--- src/common/demosaic_pkg.sv ---
package demosaic_pkg;

    // ----------------------------------------
    // Image geometry
    // ----------------------------------------
    localparam int IMG_HDISP    = 32;                  // Active pixels per line
    localparam int IMG_VDISP    = 16;                  // Active lines per frame
    localparam int COL_W        = $clog2(IMG_HDISP);   // Column index width
    localparam int ROW_W        = $clog2(IMG_VDISP);   // Row index width

    // Window register, kernel compute and kernel output stages
    localparam int PIPE_LATENCY = 3;

    // ----------------------------------------
    // Data types
    // ----------------------------------------
    typedef logic [7:0]       pixel_t;                 // One RAW8 sample or colour channel
    typedef logic [COL_W-1:0] col_t;                   // Column of a pixel
    typedef logic [ROW_W-1:0] row_t;                   // Row of a pixel

    // Element [i][j] lies i rows above and j columns left of the newest pixel
    // and the centre sits at [2][2]
    typedef pixel_t [4:0][4:0] window_t;               // 200 bits

    // ----------------------------------------
    // Frame tracker
    // ----------------------------------------
    typedef enum logic [1:0] {
        FRAME_IDLE,                                    // Between frames
        LINE_ACTIVE,                                   // Inside an href pulse
        LINE_GAP                                       // Inside vsync between lines
    } frame_state_t;

endpackage
--- src/verilog/raw_to_rgb_top.sv ---
`timescale 1ns/1ps
module raw_to_rgb_top
    import demosaic_pkg::*;
(
    input  logic       clk,
    input  logic       rst_n,
    input  logic       vsync,
    input  logic       href,
    input  logic       hsync,
    input  logic [1:0] mirror,
    input  pixel_t     raw,
    output logic       post_vsync,
    output logic       post_href,
    output logic       post_hsync,
    output pixel_t     red,
    output pixel_t     green,
    output pixel_t     blue
);

    logic    line_end;
    logic    frame_start;
    row_t    row;                                     // Position of the pixel on raw
    col_t    col;
    window_t win;
    logic    win_valid;

    // ----------------------------------------
    // Framing and position
    // ----------------------------------------
    frame_ctrl frame_ctrl_i (
        .clk         (clk),
        .rst_n       (rst_n),
        .vsync       (vsync),
        .href        (href),
        .hsync       (hsync),
        .line_end    (line_end),
        .frame_start (frame_start),
        .post_vsync  (post_vsync),
        .post_href   (post_href),
        .post_hsync  (post_hsync)
    );

    position_counter position_counter_i (
        .clk         (clk),
        .rst_n       (rst_n),
        .href        (href),
        .line_end    (line_end),
        .frame_start (frame_start),
        .row         (row),
        .col         (col)
    );

    // ----------------------------------------
    // Pixel path
    // ----------------------------------------
    window_5x5 window_5x5_i (
        .clk       (clk),
        .rst_n     (rst_n),
        .href      (href),
        .raw       (raw),
        .row       (row),
        .col       (col),
        .win       (win),
        .win_valid (win_valid)
    );

    bayer_kernel bayer_kernel_i (
        .clk       (clk),
        .rst_n     (rst_n),
        .win       (win),
        .win_valid (win_valid),
        .row       (row),
        .col       (col),
        .mirror    (mirror),
        .red       (red),
        .green     (green),
        .blue      (blue)
    );

endmodule

--- src/verilog/position_counter.sv ---
`timescale 1ns/1ps
module position_counter
    import demosaic_pkg::*;
(
    input  logic clk,
    input  logic rst_n,
    input  logic href,
    input  logic line_end,
    input  logic frame_start,
    output row_t row,
    output col_t col
);

    // ----------------------------------------
    // Column of the pixel now on raw
    // ----------------------------------------
    always_ff @(posedge clk or negedge rst_n)
    begin
        if (!rst_n)
            col <= '0;
        else if (href)
        begin
            if (col == col_t'(IMG_HDISP - 1))
                col <= '0;                            // Ready for the next line
            else
                col <= col + 1'b1;
        end
        else if (line_end)
            col <= '0;
    end

    // ----------------------------------------
    // Row of the pixel now on raw
    // ----------------------------------------
    always_ff @(posedge clk or negedge rst_n)
    begin
        if (!rst_n)
            row <= '0;
        else if (frame_start)
            row <= '0;                                // New frame starts at the top
        else if (line_end)
        begin
            if (row == row_t'(IMG_VDISP - 1))
                row <= '0;
            else
                row <= row + 1'b1;
        end
    end

    // Previous frame closed after exactly IMG_VDISP lines
    a_frame_lines: assert property (@(posedge clk) disable iff (!rst_n)
        frame_start |-> row == '0);
    // A full line has wrapped the column before the tracker closes it
    a_col_wrapped: assert property (@(posedge clk) disable iff (!rst_n)
        line_end |-> col == '0);

endmodule

--- src/verilog/frame_ctrl.sv ---
`timescale 1ns/1ps
module frame_ctrl
    import demosaic_pkg::*;
(
    input  logic clk,
    input  logic rst_n,
    input  logic vsync,
    input  logic href,
    input  logic hsync,
    output logic line_end,
    output logic frame_start,
    output logic post_vsync,
    output logic post_href,
    output logic post_hsync
);

    frame_state_t                 state;
    frame_state_t                 state_nxt;
    logic                         vsync_q;            // Previous vsync for edge detect
    logic [$clog2(IMG_HDISP):0]   run_len;            // Length of current href pulse
    logic [PIPE_LATENCY-1:0]      vsync_dly;
    logic [PIPE_LATENCY-1:0]      href_dly;
    logic [PIPE_LATENCY-1:0]      hsync_dly;

    // ----------------------------------------
    // Line tracking FSM
    // ----------------------------------------
    always_comb
    begin
        state_nxt = state;
        case (state)
            FRAME_IDLE:
                if (vsync && href)
                    state_nxt = LINE_ACTIVE;          // First line of the frame
            LINE_ACTIVE:
                if (!href)
                    state_nxt = vsync ? LINE_GAP : FRAME_IDLE;
            LINE_GAP:
                if (!vsync)
                    state_nxt = FRAME_IDLE;           // Frame over
                else if (href)
                    state_nxt = LINE_ACTIVE;
            default:
                state_nxt = FRAME_IDLE;
        endcase
    end

    always_ff @(posedge clk or negedge rst_n)
    begin
        if (!rst_n)
        begin
            state   <= FRAME_IDLE;
            vsync_q <= 1'b0;
            run_len <= '0;
        end
        else
        begin
            state   <= state_nxt;
            vsync_q <= vsync;
            run_len <= href ? run_len + 1'b1 : '0;    // Cleared once the line closes
        end
    end

    assign line_end    = (state == LINE_ACTIVE) && !href;   // First idle cycle after a line
    assign frame_start = vsync && !vsync_q;                 // First cycle of vsync

    // ----------------------------------------
    // Sync delay matched to the pixel path
    // ----------------------------------------
    always_ff @(posedge clk or negedge rst_n)
    begin
        if (!rst_n)
        begin
            vsync_dly <= '0;
            href_dly  <= '0;
            hsync_dly <= '0;
        end
        else
        begin
            vsync_dly <= {vsync_dly[PIPE_LATENCY-2:0], vsync};
            href_dly  <= {href_dly[PIPE_LATENCY-2:0], href};
            hsync_dly <= {hsync_dly[PIPE_LATENCY-2:0], hsync};
        end
    end

    assign post_vsync = vsync_dly[PIPE_LATENCY-1];
    assign post_href  = href_dly[PIPE_LATENCY-1];
    assign post_hsync = hsync_dly[PIPE_LATENCY-1];

    // Pixels only come inside a frame
    a_href_in_frame: assert property (@(posedge clk) disable iff (!rst_n) href |-> vsync);
    // Line never runs past the image width
    a_line_not_long: assert property (@(posedge clk) disable iff (!rst_n)
        href |-> run_len < IMG_HDISP);
    // Line never ends early
    a_line_not_short: assert property (@(posedge clk) disable iff (!rst_n)
        line_end |-> run_len == IMG_HDISP);

endmodule

--- src/demosaic/bayer_kernel.sv ---
`timescale 1ns/1ps
module bayer_kernel
    import demosaic_pkg::*;
(
    input  logic       clk,
    input  logic       rst_n,
    input  window_t    win,
    input  logic       win_valid,
    input  row_t       row,
    input  col_t       col,
    input  logic [1:0] mirror,
    output pixel_t     red,
    output pixel_t     green,
    output pixel_t     blue
);

    typedef logic signed [13:0] acc_t;                // Holds every kernel sum

    function automatic acc_t ext(input pixel_t p);
        return acc_t'({6'b0, p});
    endfunction

    function automatic pixel_t clamp8(input acc_t v);
        if (v < 0)
            return 8'h00;
        else if (v > 255)
            return 8'hff;
        return v[7:0];
    endfunction

    logic [1:0] par_q;                                // {row odd, col odd} aligned to win
    logic [1:0] r_par;                                // Parity of the R sites
    acc_t       c, up1, dn1, lf1, rt1, up2, dn2, lf2, rt2;
    acc_t       diag, n1, n2, h2, v2;
    acc_t       g_raw, h_raw, v_raw, x_raw;
    pixel_t     c_q, g_q, h_q, v_q, x_q;
    logic [1:0] site_q;                               // Centre parity relative to R
    logic       valid_q;

    // ----------------------------------------
    // Window taps
    // ----------------------------------------
    assign c    = ext(win[2][2]);
    assign up1  = ext(win[3][2]);
    assign dn1  = ext(win[1][2]);
    assign lf1  = ext(win[2][3]);
    assign rt1  = ext(win[2][1]);
    assign up2  = ext(win[4][2]);
    assign dn2  = ext(win[0][2]);
    assign lf2  = ext(win[2][4]);
    assign rt2  = ext(win[2][0]);
    assign diag = ext(win[1][1]) + ext(win[1][3]) + ext(win[3][1]) + ext(win[3][3]);
    assign n1   = up1 + dn1 + lf1 + rt1;
    assign h2   = lf2 + rt2;
    assign v2   = up2 + dn2;
    assign n2   = h2 + v2;

    // ----------------------------------------
    // Colour estimates
    // ----------------------------------------
    assign g_raw = ((c <<< 2) + (n1 <<< 1) - n2) >>> 3;                   // G at R or B
    assign h_raw = ((c <<< 2) + c + ((lf1 + rt1) <<< 2) - diag - h2
                   + (v2 >>> 1)) >>> 3;                                    // Row colour at G
    assign v_raw = ((c <<< 2) + c + ((up1 + dn1) <<< 2) - diag - v2
                   + (h2 >>> 1)) >>> 3;                                    // Column colour at G
    assign x_raw = ((c <<< 2) + (c <<< 1) + (diag <<< 1) - n2
                   - (n2 >>> 1)) >>> 3;                                    // B at R and R at B

    // Bayer phase
    always_comb
    begin
        case (mirror)
            2'd3:    r_par = 2'b11;
            2'd2:    r_par = 2'b10;
            2'd0:    r_par = 2'b01;
            default: r_par = 2'b00;
        endcase
    end

    always_ff @(posedge clk or negedge rst_n)
    begin
        if (!rst_n)
        begin
            par_q   <= 2'b00;
            valid_q <= 1'b0;
        end
        else
        begin
            par_q   <= {row[0], col[0]};              // Same cycle as the window register
            valid_q <= win_valid;
        end
    end

    // ----------------------------------------
    // Compute stage
    // ----------------------------------------
    always_ff @(posedge clk)
    begin
        if (win_valid)
        begin
            c_q    <= win[2][2];
            g_q    <= clamp8(g_raw);
            h_q    <= clamp8(h_raw);
            v_q    <= clamp8(v_raw);
            x_q    <= clamp8(x_raw);
            site_q <= par_q ^ r_par;                  // 00 R, 11 B, 01 G on R row
        end
    end

    // ----------------------------------------
    // Output stage
    // ----------------------------------------
    always_ff @(posedge clk or negedge rst_n)
    begin
        if (!rst_n)
        begin
            red   <= '0;
            green <= '0;
            blue  <= '0;
        end
        else if (valid_q)
        begin
            case (site_q)
                2'b00:                                // Centre red
                begin
                    red   <= c_q;
                    green <= g_q;
                    blue  <= x_q;
                end
                2'b11:                                // Centre blue
                begin
                    red   <= x_q;
                    green <= g_q;
                    blue  <= c_q;
                end
                2'b01:                                // Green between reds
                begin
                    red   <= h_q;
                    green <= c_q;
                    blue  <= v_q;
                end
                default:                              // Green between blues
                begin
                    red   <= v_q;
                    green <= c_q;
                    blue  <= h_q;
                end
            endcase
        end
    end

endmodule

--- src/window/window_5x5.sv ---
`timescale 1ns/1ps
module window_5x5
    import demosaic_pkg::*;
(
    input  logic    clk,
    input  logic    rst_n,
    input  logic    href,
    input  pixel_t  raw,
    input  row_t    row,
    input  col_t    col,
    output window_t win,
    output logic    win_valid
);

    pixel_t tap [5];                                  // Column samples for rows r down to r-4

    assign tap[0] = raw;                              // Newest row comes straight in

    // ----------------------------------------
    // Line buffer chain
    // ----------------------------------------
    for (genvar k = 0; k < 4; k++)
    begin : g_lb
        line_buffer line_buffer_i (
            .clk   (clk),
            .wr_en (href),
            .col   (col),
            .din   (tap[k]),                          // Pass the older row down the chain
            .dout  (tap[k+1])
        );
    end

    // ----------------------------------------
    // 5x5 shift array with edge masking
    // ----------------------------------------
    always_ff @(posedge clk)
    begin
        if (href)
        begin
            for (int i = 0; i < 5; i++)
            begin
                // Rows above the frame top read as zero
                win[i][0] <= (row < i) ? '0 : tap[i];
                for (int j = 1; j < 5; j++)
                begin
                    // Columns left of the image read as zero
                    win[i][j] <= (col < j) ? '0 : win[i][j-1];
                end
            end
        end
    end

    always_ff @(posedge clk or negedge rst_n)
    begin
        if (!rst_n)
            win_valid <= 1'b0;
        else
            win_valid <= href;                        // Window updated this cycle
    end

endmodule

--- src/window/line_buffer.sv ---
`timescale 1ns/1ps
module line_buffer
    import demosaic_pkg::*;
(
    input  logic   clk,
    input  logic   wr_en,
    input  col_t   col,
    input  pixel_t din,
    output pixel_t dout
);

    pixel_t mem [0:IMG_HDISP-1];                      // One image line

    // Old sample of this column from the previous line
    assign dout = mem[col];

    // New sample replaces it at the same edge
    always_ff @(posedge clk)
    begin
        if (wr_en)
            mem[col] <= din;
    end

endmodule

--- config.mk ---
export PLATFORM = sky130hd
export DESIGN_NAME = raw_to_rgb_top
export DESIGN_NICKNAME = d
export VERILOG_FILES = /design/src/common/demosaic_pkg.sv /design/src/verilog/raw_to_rgb_top.sv /design/src/verilog/position_counter.sv /design/src/verilog/frame_ctrl.sv /design/src/demosaic/bayer_kernel.sv /design/src/window/window_5x5.sv /design/src/window/line_buffer.sv
export SDC_FILE = /design/constraint.sdc
export NUM_CORES = 2
export LEC_CHECK = 0
export ABC_CLOCK_PERIOD_IN_PS = 13600
export BUFFER_PORTS_ARGS = -buffer_cell sky130_fd_sc_hd__buf_4
export CORE_MARGIN = 4
export CORE_UTILIZATION = 40
export DETAILED_ROUTE_END_ITERATION = 8
export SLEW_MARGIN = 40
export SYNTH_ARGS = -nofsm -noshare
export SYNTH_HDL_FRONTEND = slang
export SYNTH_HIERARCHICAL = 1
export SYNTH_SLANG_ARGS = --single-unit
--- constraint.sdc ---
create_clock -name clk -period 13.6 [get_ports clk]
set_input_delay 2.04 -clock clk [delete_from_list [all_inputs] [get_ports clk]]
set_output_delay 2.04 -clock clk [all_outputs]
set_load 0.02 [all_outputs]
==> results.sh <==
export IMPL_outcome="complete, no violations"
export IMPL_cts_tree="built"
export IMPL_r2r_start="window_5x5_i/win[49]"
export IMPL_gp_congestion=0.849
export IMPL_fill_cells=12467
export IMPL_portBuffers=41
export IMPL_cp_slowest_cell="fa_1"
export IMPL_die_x_um=387
export IMPL_cts_sinks=1266
export IMPL_hp_class="register to register"
export IMPL_ctsHoldBuffers=0
export IMPL_synth_warnings=6
export IMPL_cts_resized=0
export IMPL_r2r_setup_slack_ns=6.21
export IMPL_path_class="register to register"
export IMPL_num_vias=31849
export IMPL_clock_skew_ns=0.0337
export IMPL_path_delay_family="adder cells"
export IMPL_path_common_cell="inv_1"
export IMPL_fp_coreArea_um2=142000
export IMPL_cp_end_kind="register"
export IMPL_insertion_delay_ns=0.77
export IMPL_final_max_slew_violation_count=0
export IMPL_ant_nets=0
export IMPL_path_clk_slew_ns=0.06
export IMPL_die_area_um2=149000
export IMPL_finalNetCount=4123
export IMPL_grtUsageTotal=0.173
export IMPL_multi_input_area_um2=18300
export IMPL_cp_max_fo=8
export IMPL_r2r_cells=30
export IMPL_worst_pin_slew_ns=0.900
export IMPL_drive_gt1_frac=0.0989
export IMPL_slew_headroom=0.395
export IMPL_gr_total_overflow=0
export IMPL_die_y_um=387
export IMPL_antenna_found_initial=0
export IMPL_cp_required_ns=14.09
export IMPL_hold_viol=0
export IMPL_start_util=0.404
export IMPL_syn_nets=4060
export IMPL_final_cell_mix="edfxtp_1 (1218), mux2i_1 (522), o22ai_1 (256), nor2_1 (169), ha_1 (168)"
export IMPL_hold_end="frame_ctrl_i/hsync_dly[1]"
export IMPL_min_period_ns=7.39
export IMPL_cp_start_kind="register"
export IMPL_ios=42
export IMPL_finalSetupViolations=0
export IMPL_seqCellArea_um2=37800
export IMPL_rsz0062_at_grt="no"
export IMPL_post_cts_setup_buffers=0
export IMPL_first_global_vias=31112
export IMPL_syn_inst=3788
export IMPL_drt_total_wl_um=133000
export IMPL_hpwlAfterDp_um=85300
export IMPL_rows=138
export IMPL_grt_max_degree=108
export IMPL_first_pass_iters=6
export IMPL_vias_per_cell=5.45
export IMPL_area_growth_pct=11.8
export IMPL_drc=0
export IMPL_netlist_area_um2=57300
export IMPL_cts_buffers=135
export IMPL_first_iter_violations=2843
export IMPL_max_freq_mhz=135
export IMPL_clockBufferDepth=3
export IMPL_r2r_end="bayer_kernel_i/h_q[3]"
export IMPL_period_share=0.543
export IMPL_cap_violations=0
export IMPL_synth_avg_cell_area_um2=15.1
export IMPL_fin_tns_setup_ns=0
export IMPL_grt_pass1_wl_um=199000
export IMPL_layout_commonest_cell="edfxtp_1"
export IMPL_arrival_ns=7.88
export IMPL_min_path_cells=0
export IMPL_htreeDepth=4
export IMPL_slowest_delay_ns=0.54
export IMPL_crit_buf_inv=6
export IMPL_cts_root_buf="clkbuf_16"
export IMPL_wire_per_inst_um=22.7
export IMPL_hp_start="frame_ctrl_i/hsync_dly[0]"
-- worst register-to-register path, delay by kind of cell (launching register included) --
kind | cells | cell delay (ns)
buf+inv | 6 | 0.40
compound gates | 9 | 2.27
fa+ha+maj | 8 | 2.94
simple gates | 4 | 0.47
xor+xnor | 3 | 0.70
flops | 1 | 0.35
-- layer usage --
metal | track usage | vias up | wire [um]
li1 | - | 14729 | -
met1 | 0.249 | 16066 | 60900
met2 | 0.272 | 848 | 61600
met3 | 0.0283 | 206 | 6820
met4 | 0.0489 | 0 | 3190
met5 | 0 | - | 0
-- layout make-up --
cell class	instances	share of cell area
clock buffer	167	0.0565
antenna	1	0.0000390
multi-input combinational	2192	0.285
tap	1890	0.0369
sequential	1266	0.589
timing repair buffer	97	0.0123
inverter	159	0.00931
clock inverter	73	0.0109
-- how the worst max path moves through the flow --
stage	start	end	slack [ns]	cells past startpoint
after floorplan	window_5x5_i/win[49]	bayer_kernel_i/h_q[1]	6.88	29
after global placement	window_5x5_i/win[49]	bayer_kernel_i/h_q[3]	6.21	29
after detailed placement	window_5x5_i/win[49]	bayer_kernel_i/h_q[3]	6.12	30
after CTS	window_5x5_i/win[49]	bayer_kernel_i/h_q[3]	6.03	30
after global routing	window_5x5_i/win[49]	bayer_kernel_i/h_q[3]	5.74	30
final	window_5x5_i/win[49]	bayer_kernel_i/h_q[3]	6.21	30
-- flip-flops by register name, summed over array words and instances, names as in the netlist, 2 cells and up --
| name | count |
|---|---|
| bayer_kernel_i/v_q | 8 |
| position_counter_i/col | 5 |
| bayer_kernel_i/h_q | 8 |
| bayer_kernel_i/par_q | 2 |
| window_5x5_i/win | 152 |
| bayer_kernel_i/red | 8 |
| window_5x5_i/g_lb.line_buffer_i/mem | 1024 |
| frame_ctrl_i/href_dly | 3 |
| bayer_kernel_i/c_q | 8 |
| frame_ctrl_i/state | 2 |
| bayer_kernel_i/green | 8 |
| frame_ctrl_i/hsync_dly | 3 |
| frame_ctrl_i/vsync_dly | 3 |
| bayer_kernel_i/site_q | 2 |
| bayer_kernel_i/g_q | 8 |
| bayer_kernel_i/blue | 8 |
| position_counter_i/row | 4 |
| bayer_kernel_i/x_q | 8 |
-- metrics by stage --
step / utilization / worst slack [ns] / std cells / hold slack, ns / instance area, um2
final: 0.452 / 6.21 / 5845 / 0.347 / 64100
after global routing: 0.452 / 5.74 / 5844 / 0.351 / 64100
after CTS: 0.451 / 6.03 / 5844 / 0.348 / 64100
after detailed placement: 0.421 / 6.12 / 5604 / 0.336 / 59700
after global placement: 0.420 / 6.21 / 5603 / 0.332 / 59600
after floorplan: - / 6.88 / 3788 / 0.331 / 57300
Power is not shown: default switching activity piles up to over one toggle a cycle in this logic, so the estimate is an artifact.
